==> config.mk <==
export PLATFORM = sky130hd
export DESIGN_NAME = hybridDecimator
export DESIGN_NICKNAME = d
export VERILOG_FILES = /design/src/verilog/hybridPkg.sv /design/src/verilog/linkIfs.sv /design/src/verilog/sampleDeserializer.sv /design/src/verilog/lookaheadFir.sv /design/src/verilog/lookbackRecursion.sv /design/src/verilog/filterCore.sv /design/src/verilog/outputQueue.sv /design/src/verilog/hybridDecimator.sv
export SDC_FILE = /design/constraint.sdc
export NUM_CORES = 1
export LEC_CHECK = 0
export BUFFER_PORTS_ARGS = -buffer_cell sky130_fd_sc_hd__buf_2
export CORE_MARGIN = 2
export CORE_UTILIZATION = 55
export CTS_BUF_LIST = sky130_fd_sc_hd__clkbuf_16
export DETAILED_ROUTE_END_ITERATION = 10
export PLACE_DENSITY = 0.71
export SYNTH_ARGS = -nofsm -noshare
export SYNTH_HDL_FRONTEND = slang
export SYNTH_SLANG_ARGS = --single-unit
==> constraint.sdc <==
create_clock -name clkDS -period 4.3 [get_ports clkDS]
set_input_delay 0.43 -clock clkDS [delete_from_list [all_inputs] [get_ports clkDS]]
set_output_delay 0.43 -clock clkDS [all_outputs]
set_load 0.01 [all_outputs]
==> src/verilog/hybridPkg.sv <==
`default_nettype none

package hybridPkg;

    // Input code and frame geometry
    localparam int M = 2;
    localparam int DSR = 4;
    localparam int FRAME_W = M * DSR;
    localparam int AHEAD_FRAMES = 3;
    localparam int TAPS = DSR * AHEAD_FRAMES;

    // Arithmetic widths and scaling
    localparam int COEF_W = 8;
    localparam int ACC_W = 20;
    localparam int LEAK_SHIFT = 3;
    localparam int OUT_SHIFT = 2;
    localparam int OUT_W = 12;
    localparam int LEVEL_W = M + 2;

    // Output saturation bounds, two's complement before offset conversion
    localparam int OUT_MAX = 2 ** (OUT_W - 1) - 1;
    localparam int OUT_MIN = -(2 ** (OUT_W - 1));

    // Queue and credit sizing
    localparam int QUEUE_DEPTH = 8;
    localparam int CREDIT_W = 4;
    localparam int PTR_W = $clog2(QUEUE_DEPTH);

    // Counter widths
    localparam int CODE_CNT_W = $clog2(DSR);
    localparam int FILL_W = $clog2(AHEAD_FRAMES);

    // Triangular lookahead taps, tap 0 weights the newest code
    localparam logic signed [COEF_W-1:0] coefTable [TAPS] = '{
        8, 16, 24, 32, 40, 48,
        48, 40, 32, 24, 16, 8
    };

    typedef enum logic {
        FILLING,
        WARM
    } fillState_t;

    // Code c stands for level 2c-3, so -3, -1, +1, +3
    function automatic logic signed [LEVEL_W-1:0] codeLevel(input logic [M-1:0] code);
        logic signed [LEVEL_W-1:0] wide;
        wide = signed'(LEVEL_W'(code));
        return (wide <<< 1) - signed'(LEVEL_W'(3));
    endfunction

endpackage

`default_nettype wire

==> src/verilog/linkIfs.sv <==
`timescale 1ns/1ps
`default_nettype none

// Frames from the deserializer, credits flow back upstream
interface frameLink import hybridPkg::*; ();
    logic               frameValid;
    logic [FRAME_W-1:0] frameData;
    logic               frameWarm;
    logic               credit;

    modport src (output frameValid, output frameData, output frameWarm, input credit);
    modport dst (input frameValid, input frameData, input frameWarm, output credit);
endinterface

// Filter results into the output queue
interface resultLink import hybridPkg::*; ();
    logic             resValid;
    logic [OUT_W-1:0] resData;
    logic             credit;
    logic             queueEmpty;

    modport src (
        output resValid,
        output resData,
        input  credit,
        input  queueEmpty
    );
    modport dst (
        input  resValid,
        input  resData,
        output credit,
        output queueEmpty
    );
endinterface

`default_nettype wire

==> src/verilog/sampleDeserializer.sv <==
`timescale 1ns/1ps
`default_nettype none

module sampleDeserializer import hybridPkg::*; (
    input  logic         clkDS,
    input  logic         arstN,
    input  logic [M-1:0] inCode,
    input  logic         inValid,
    frameLink.src        frame,
    output logic         overflow
);

    logic [CODE_CNT_W-1:0] codeCnt;
    logic [FILL_W-1:0]     fillCnt;
    logic [CREDIT_W-1:0]   creditCnt;
    logic [FRAME_W-1:0]    frameReg;
    fillState_t            state;
    logic                  frameDone;
    logic                  takeCredit;
    logic                  dropFrame;

    assign frameDone  = inValid && (codeCnt == CODE_CNT_W'(DSR - 1));
    assign takeCredit = frameDone && (state == WARM) && (creditCnt != '0);
    assign dropFrame  = frameDone && (state == WARM) && (creditCnt == '0);

    // Oldest code lands in the low bits
    always_ff @(posedge clkDS) begin
        if (inValid) begin
            frameReg[M*codeCnt +: M] <= inCode;
        end
    end

    // Frame register is stable for the whole frameValid cycle
    assign frame.frameData = frameReg;

    always_ff @(posedge clkDS or negedge arstN) begin
        if (!arstN) begin
            codeCnt          <= '0;
            fillCnt          <= '0;
            state            <= FILLING;
            creditCnt        <= CREDIT_W'(QUEUE_DEPTH);
            overflow         <= 1'b0;
            frame.frameValid <= 1'b0;
            frame.frameWarm  <= 1'b0;
        end else begin
            if (frameDone) begin
                codeCnt <= '0;
            end else if (inValid) begin
                codeCnt <= codeCnt + 1'b1;
            end

            // Cold frames always go through to prime the window
            frame.frameValid <= frameDone && !dropFrame;
            frame.frameWarm  <= frameDone && (state == WARM);

            if (frameDone && state == FILLING) begin
                fillCnt <= fillCnt + 1'b1;
                if (fillCnt == FILL_W'(AHEAD_FRAMES - 1)) begin
                    state <= WARM;
                end
            end

            creditCnt <= creditCnt - CREDIT_W'(takeCredit) + CREDIT_W'(frame.credit);

            // Sticky until reset
            if (dropFrame) begin
                overflow <= 1'b1;
            end
        end
    end

    // Queue never returns more credits than it has entries
    assert property (@(posedge clkDS) disable iff (!arstN)
        creditCnt <= CREDIT_W'(QUEUE_DEPTH));

endmodule

`default_nettype wire

==> src/verilog/lookaheadFir.sv <==
`timescale 1ns/1ps
`default_nettype none

module lookaheadFir import hybridPkg::*; (
    input  logic                    clkDS,
    input  logic                    arstN,
    input  logic                    shiftIn,
    input  logic [FRAME_W-1:0]      frameData,
    output logic signed [ACC_W-1:0] sum,
    output logic signed [ACC_W-1:0] leaving
);

    logic [FRAME_W-1:0]      window [AHEAD_FRAMES];
    logic [AHEAD_FRAMES-1:0] slotFull;
    logic signed [ACC_W-1:0] partial [AHEAD_FRAMES];
    logic signed [ACC_W-1:0] windowTotal;

    // Weighted sum of one frame sitting in window slot `slot`
    function automatic logic signed [ACC_W-1:0] weighFrame(
        input logic [FRAME_W-1:0] fr,
        input int                 slot
    );
        logic signed [ACC_W-1:0] acc;
        acc = '0;
        for (int k = 0; k < DSR; k++) begin
            // Newest code of the frame meets the lowest tap of its slot
            acc += ACC_W'(codeLevel(fr[M*k +: M])) *
                   ACC_W'(coefTable[slot*DSR + DSR - 1 - k]);
        end
        return acc;
    endfunction

    function automatic logic signed [ACC_W-1:0] frameLevelSum(input logic [FRAME_W-1:0] fr);
        logic signed [ACC_W-1:0] acc;
        acc = '0;
        for (int k = 0; k < DSR; k++) begin
            acc += ACC_W'(codeLevel(fr[M*k +: M]));
        end
        return acc;
    endfunction

    // Stage 1 works on the window as it will look after the shift
    always_ff @(posedge clkDS or negedge arstN) begin
        if (!arstN) begin
            window   <= '{default: '0};
            partial  <= '{default: '0};
            slotFull <= '0;
            leaving  <= '0;
        end else if (shiftIn) begin
            window[0]  <= frameData;
            partial[0] <= weighFrame(frameData, 0);
            for (int i = 1; i < AHEAD_FRAMES; i++) begin
                window[i]  <= window[i-1];
                partial[i] <= weighFrame(window[i-1], i);
            end
            slotFull <= {slotFull[AHEAD_FRAMES-2:0], 1'b1};
            // Empty slots hold no real frame yet
            leaving  <= slotFull[AHEAD_FRAMES-1] ?
                        frameLevelSum(window[AHEAD_FRAMES-1]) : '0;
        end
    end

    always_comb begin
        windowTotal = '0;
        for (int i = 0; i < AHEAD_FRAMES; i++) begin
            windowTotal += partial[i];
        end
    end

    // Stage 2
    always_ff @(posedge clkDS or negedge arstN) begin
        if (!arstN) begin
            sum <= '0;
        end else begin
            sum <= windowTotal;
        end
    end

    // Four codes per frame, at most one code per cycle
    assert property (@(posedge clkDS) disable iff (!arstN) shiftIn |=> !shiftIn);

endmodule

`default_nettype wire

==> src/verilog/lookbackRecursion.sv <==
`timescale 1ns/1ps
`default_nettype none

// Leaky integrator over frames that have left the lookahead window.
// Carries the long history the short FIR cannot see.
module lookbackRecursion import hybridPkg::*; (
    input  logic                    clkDS,
    input  logic                    arstN,
    input  logic                    step,
    input  logic signed [ACC_W-1:0] leaving,
    output logic signed [ACC_W-1:0] state
);

    logic signed [ACC_W-1:0] leak;
    logic signed [ACC_W-1:0] nextState;

    // Leak of 1/2^LEAK_SHIFT per step
    assign leak      = state >>> LEAK_SHIFT;
    assign nextState = state - leak + leaving;

    always_ff @(posedge clkDS or negedge arstN) begin
        if (!arstN) begin
            state <= '0;
        end else if (step) begin
            state <= nextState;
        end
    end

endmodule

`default_nettype wire

==> src/verilog/filterCore.sv <==
`timescale 1ns/1ps
`default_nettype none

module filterCore import hybridPkg::*; (
    input  logic   clkDS,
    input  logic   arstN,
    frameLink.dst  frame,
    resultLink.src result
);

    logic signed [ACC_W-1:0] firSum;
    logic signed [ACC_W-1:0] firLeaving;
    logic signed [ACC_W-1:0] recState;
    logic signed [ACC_W:0]   total;
    logic signed [ACC_W:0]   scaled;
    logic signed [OUT_W-1:0] clipped;
    logic                    stepPending;
    logic [1:0]              warmPipe;

    lookaheadFir lookaheadFir_i (
        .clkDS     (clkDS),
        .arstN     (arstN),
        .shiftIn   (frame.frameValid),
        .frameData (frame.frameData),
        .sum       (firSum),
        .leaving   (firLeaving)
    );

    // Stepped a cycle after the shift, once leaving is registered
    lookbackRecursion lookbackRecursion_i (
        .clkDS   (clkDS),
        .arstN   (arstN),
        .step    (stepPending),
        .leaving (firLeaving),
        .state   (recState)
    );

    // One extra bit so the sum cannot wrap
    always_comb begin
        total  = $signed({firSum[ACC_W-1], firSum}) + $signed({recState[ACC_W-1], recState});
        scaled = total >>> OUT_SHIFT;
        if (scaled > OUT_MAX) begin
            clipped = OUT_W'(OUT_MAX);
        end else if (scaled < OUT_MIN) begin
            clipped = OUT_W'(OUT_MIN);
        end else begin
            clipped = scaled[OUT_W-1:0];
        end
    end

    always_ff @(posedge clkDS or negedge arstN) begin
        if (!arstN) begin
            stepPending     <= 1'b0;
            warmPipe        <= '0;
            result.resValid <= 1'b0;
            frame.credit    <= 1'b0;
        end else begin
            stepPending     <= frame.frameValid;
            // FIR sum and recursion state both settle two cycles after the shift
            warmPipe        <= {warmPipe[0], frame.frameValid && frame.frameWarm};
            result.resValid <= warmPipe[1];
            frame.credit    <= result.credit;
        end
    end

    // Offset binary out
    always_ff @(posedge clkDS) begin
        if (warmPipe[1]) begin
            result.resData <= {~clipped[OUT_W-1], clipped[OUT_W-2:0]};
        end
    end

endmodule

`default_nettype wire

==> src/verilog/outputQueue.sv <==
`timescale 1ns/1ps
`default_nettype none

module outputQueue import hybridPkg::*; (
    input  logic             clkDS,
    input  logic             arstN,
    resultLink.dst           result,
    output logic [OUT_W-1:0] outData,
    output logic             outValid,
    input  logic             outReady
);

    logic [OUT_W-1:0]    mem [QUEUE_DEPTH];
    logic [PTR_W-1:0]    wrPtr;
    logic [PTR_W-1:0]    rdPtr;
    logic [CREDIT_W-1:0] count;
    logic                push;
    logic                pop;
    logic                full;

    assign push = result.resValid;
    assign pop  = outValid && outReady;
    assign full = (count == CREDIT_W'(QUEUE_DEPTH));

    assign result.queueEmpty = (count == '0);
    assign outValid          = !result.queueEmpty;

    // Head entry stays put until it is popped
    assign outData = mem[rdPtr];

    always_ff @(posedge clkDS) begin
        if (push) begin
            mem[wrPtr] <= result.resData;
        end
    end

    always_ff @(posedge clkDS or negedge arstN) begin
        if (!arstN) begin
            wrPtr         <= '0;
            rdPtr         <= '0;
            count         <= '0;
            result.credit <= 1'b0;
        end else begin
            // Pointers wrap on their own, depth is a power of two
            if (push) begin
                wrPtr <= wrPtr + 1'b1;
            end
            if (pop) begin
                rdPtr <= rdPtr + 1'b1;
            end
            count         <= count + CREDIT_W'(push) - CREDIT_W'(pop);
            result.credit <= pop;
        end
    end

    // Upstream credit accounting keeps the queue from overrunning
    assert property (@(posedge clkDS) disable iff (!arstN) push |-> !full);

endmodule

`default_nettype wire

==> src/verilog/hybridDecimator.sv <==
`timescale 1ns/1ps
`default_nettype none

module hybridDecimator import hybridPkg::*; (
    input  logic             clkDS,
    input  logic             arstN,
    input  logic [M-1:0]     inCode,
    input  logic             inValid,
    output logic [OUT_W-1:0] outData,
    output logic             outValid,
    input  logic             outReady,
    output logic             overflow
);

    frameLink  frameBus ();
    resultLink resultBus ();

    sampleDeserializer sampleDeserializer_i (
        .clkDS    (clkDS),
        .arstN    (arstN),
        .inCode   (inCode),
        .inValid  (inValid),
        .frame    (frameBus.src),
        .overflow (overflow)
    );

    filterCore filterCore_i (
        .clkDS  (clkDS),
        .arstN  (arstN),
        .frame  (frameBus.dst),
        .result (resultBus.src)
    );

    outputQueue outputQueue_i (
        .clkDS    (clkDS),
        .arstN    (arstN),
        .result   (resultBus.dst),
        .outData  (outData),
        .outValid (outValid),
        .outReady (outReady)
    );

endmodule

`default_nettype wire

==> flow_summary_export.csv <==
group,metric,value,unit
outcome,outcome,"complete, no violations",
place,preCtsSetupSlack,0.4122,ns
clock_tree,clock_latency,0.54,ns
floorplanning,dieArea,0.02719,mm2
synthesis,synthArstFlopShare,0.5167,
layout,stdcell_area,0.01563,mm2
global_route,grt_max_degree,93,
setup_path,worstPathMaxFanout,6,
synthesis,yosysTopAreaCell,"edfxtp_1",
clock_tree,ctsRootBufferMaster,"clkbuf_16",
clock_tree,cts_tree,"yes",
timing,rsz0062_at_grt,"false",
synthesis,ys_ff_latch,240,
timing,finalSetupTns,0,ns
synthesis,synth.distinct_cells,63,
synthesis,synth_area,0.01424,mm2
setup_path,r2r-end,"filterCore_i.lookaheadFir_i.partial[32]$_DFFE_PN0P_",
floorplanning,die_w,164.9,um
global_route,grt_pass1_vias,8431,
global_route,grt-ovfl-total,0,
clock_tree,cts_sinks,240,
setup_path,worstPathArrival,4.32,ns
layout,antennaDiodeCount,0,
drt,vias,8224,
clock_tree,clock_path_buffers,3,
drt,drc,0,
layout,fillers,1975,
clock_tree,path_clk_slew,0.06,ns
layout,fin_nets,1408,
layout,area_delta_synth_final,9.762,%
clock_tree,cts_made_buffers,26,
timing,relSlewSlack,0.2119,
layout,drive_gt1_frac,0.1298,
floorplanning,core,0.02533,mm2
timing,finalCritPeriodShare,0.9103,
place,hpwl,18460,um
setup_path,path_class,"flop to flop",
timing,tightest_slew,1.182,ns
drt,vias_per_cell,5.289,
setup_path,reg2reg_from,"filterCore_i.lookaheadFir_i.window[17]$_DFFE_PN0P_",
place,routabilityCongestion,0.7959,
synthesis,synth_top_cell_area_share,0.2446,
timing,fin_skew,0.02237,ns
drt,wl_per_cell,16.08,um
synthesis,yosysWarnings,0,
timing,drv_slew,0,
layout,multi_input_area,0.006794,mm2
timing,hold_viol_final,0,
layout,ff_latch_area,0.006589,mm2
drt,drtPass1Iterations,4,
drt,routed_wl,25000,um
drt,drtIter0Drc,381,
timing,final-setup-viol-count,0,
setup_path,ff2ff_setup_slack,0.39,ns
setup_path,start_kind,"flop",
synthesis,ys_seq_area_frac,0.4626,
synthesis,synth_edf_count,116,
global_route,grt_pass1_wl,41690,um
clock_tree,cts_setup_buffers,0,
timing,layout_min_cycle_time,3.914,ns
place,placed_area,0.01475,mm2
floorplanning,num_rows,58,
synthesis,synth_top_flop_cell,"dfrtp_1",
setup_path,endpoint_kind,"flop",
synthesis,avgSynthCellArea,12.17,um2
global_route,grt_use_total,0.1942,
worst_hold_path,min_delay_worst_endpoint,"sampleDeserializer_i.codeCnt[0]$_DFFE_PN0P_",
synthesis,synth_nets,1372,
floorplanning,start_util,0.5622,
place,port-buffer-count,19,
worst_hold_path,hold_depth,2,
clock_tree,cts_hold_buf,1,
floorplanning,io_pins,20,
setup_path,rr_worst_depth,15,
setup_path,critPathRequiredTime,4.71,ns
timing,layout_setup_ws,0.3857,ns
timing,max_freq,255.5,MHz
floorplanning,die_h,164.9,um
flow_run,drv_cap,0,
global_route,antenna_found_initial,0,
worst_hold_path,hold_path_class,"input pin to flop",
drt,ant_nets,0,
clock_tree,cts_max_level,1,
synthesis,synthTopCellsByArea,"edfxtp_1, dfrtp_1, ha_1, fa_1, inv_1",
worst_hold_path,hold_start,"inValid",
synthesis,syn_inst,1170,
clock_tree,cts_resized,0,
## sequential cells by signal, indices dropped and copies added, names as in the netlist, 6 cells and up
signal                                  flops
filterCore_i.lookaheadFir_i.partial        27
filterCore_i.lookaheadFir_i.leaving         6
filterCore_i.lookaheadFir_i.window         24
outputQueue_i.mem                          96
filterCore_i.lookaheadFir_i.sum            16
filterCore_i.result.resData                12
filterCore_i.lookbackRecursion_i.state     20
sampleDeserializer_i.frame.frameData        8
## layout by cell type (no fill, tap or decap), types with 6 or more instances in the layout
cell	synthesis	final
a21o_1	32	32
a21oi_1	37	37
a31oi_1	9	9
and2_1	6	6
buf_2	0	18
buf_4	0	13
clkbuf_16	0	26
dfrtp_1	123	122
edfxtp_1	116	116
fa_1	71	71
ha_1	125	125
inv_1	201	206
mux2_2	42	42
mux2i_1	12	12
mux4_2	24	24
nand2_1	52	52
nand2b_1	10	10
nand3_1	11	11
nor2_1	45	45
nor2b_1	13	13
nor3_1	17	16
o21ai_0	52	52
o21bai_1	9	9
o31ai_1	6	6
xnor2_1	46	46
xor2_1	19	19
## per-layer routing
| metal | wire length (um) | share of wire | track usage | up-vias |
|---|---|---|---|---|
| met3 | 579 | 0.023 | 0.02260 | 35 |
| met5 | 0 | 0 | 0 | - |
| met2 | 12380 | 0.50 | 0.3372 | 78 |
| met4 | 462 | 0.018 | 0.03992 | 0 |
| li1 | - | - | - | 4066 |
| met1 | 11580 | 0.46 | 0.2659 | 4045 |
## synth_stat cells (12+ instances only)
cell type,n
edfxtp_1,116
ha_1,125
xor2_1,19
clkbuf_1,17
nor2_1,45
nor3_1,17
mux4_2,24
o21ai_0,52
inv_1,201
dfrtp_1,123
nor2b_1,13
a21o_1,32
a21oi_1,37
mux2i_1,12
mux2_2,42
xnor2_1,46
nand2_1,52
fa_1,71
## worst max-delay path, cell delays in order, from the launching register on
cell and delay [ns]:
dfrtp_1 0.42, inv_1 0.20, ha_1 0.28, xnor2_1 0.15, fa_1 0.57, inv_1 0.06
fa_1 0.50, ha_1 0.30, a21o_1 0.15, a21oi_1 0.22, o21bai_1 0.09, a21oi_1 0.23
o21bai_1 0.09, a21oi_1 0.19, xnor2_1 0.08, mux2_2 0.25
## metrics by stage
step                      hold slack, ns  utilization  cells
after floorplan                   0.1344            -   1170
after global placement            0.3409       0.5824   1507
after detailed placement          0.3363       0.5824   1507
after CTS                         0.1980       0.6171   1555
after global routing              0.2413       0.6171   1555
final                             0.2215       0.6171   1555
## area by class of cell
cell class,instances,area share
clock buffer,26,0.04163
clock inverter,21,0.01409
inverter,201,0.04827
multi-input combinational,704,0.4347
sequential,240,0.4215
tap,330,0.02642
timing repair buffer,33,0.01337
## kinds of logic (layout without fill, tap and decap cells)
kind of cell,Yosys count,count (layout),share of synthesized area
XOR/XNOR,65,65,0.03998
buffers and inverters,226,281,0.06063
flip-flops,240,240,0.4626
AO/OA/AOI/OAI,184,184,0.08585
adder cells (fa/ha/maj),196,196,0.2096
AND/OR/NAND/NOR,181,181,0.06168
multiplexers,78,78,0.07961
## worst max-delay path by stage
stage,startpoint,end,slack (ns),cells after the start
finish,filterCore_i.lookaheadFir_i.window[17]$_DFFE_PN0P_,filterCore_i.lookaheadFir_i.partial[32]$_DFFE_PN0P_,0.39,15
global route,filterCore_i.lookaheadFir_i.window[17]$_DFFE_PN0P_,filterCore_i.lookaheadFir_i.partial[32]$_DFFE_PN0P_,0.11,15
CTS,filterCore_i.lookaheadFir_i.window[17]$_DFFE_PN0P_,filterCore_i.lookaheadFir_i.partial[32]$_DFFE_PN0P_,0.39,15
detailed placement,filterCore_i.lookaheadFir_i.window[17]$_DFFE_PN0P_,filterCore_i.lookaheadFir_i.partial[32]$_DFFE_PN0P_,0.41,15
global placement,filterCore_i.lookaheadFir_i.window[17]$_DFFE_PN0P_,filterCore_i.lookaheadFir_i.partial[32]$_DFFE_PN0P_,0.51,15
floorplan,filterCore_i.lookaheadFir_i.window[17]$_DFFE_PN0P_,filterCore_i.lookaheadFir_i.partial[32]$_DFFE_PN0P_,0.67,15
Power is left out: the tool's default activity adds up to more than one toggle a clock period on the data nets, which glitch-free logic cannot reach.
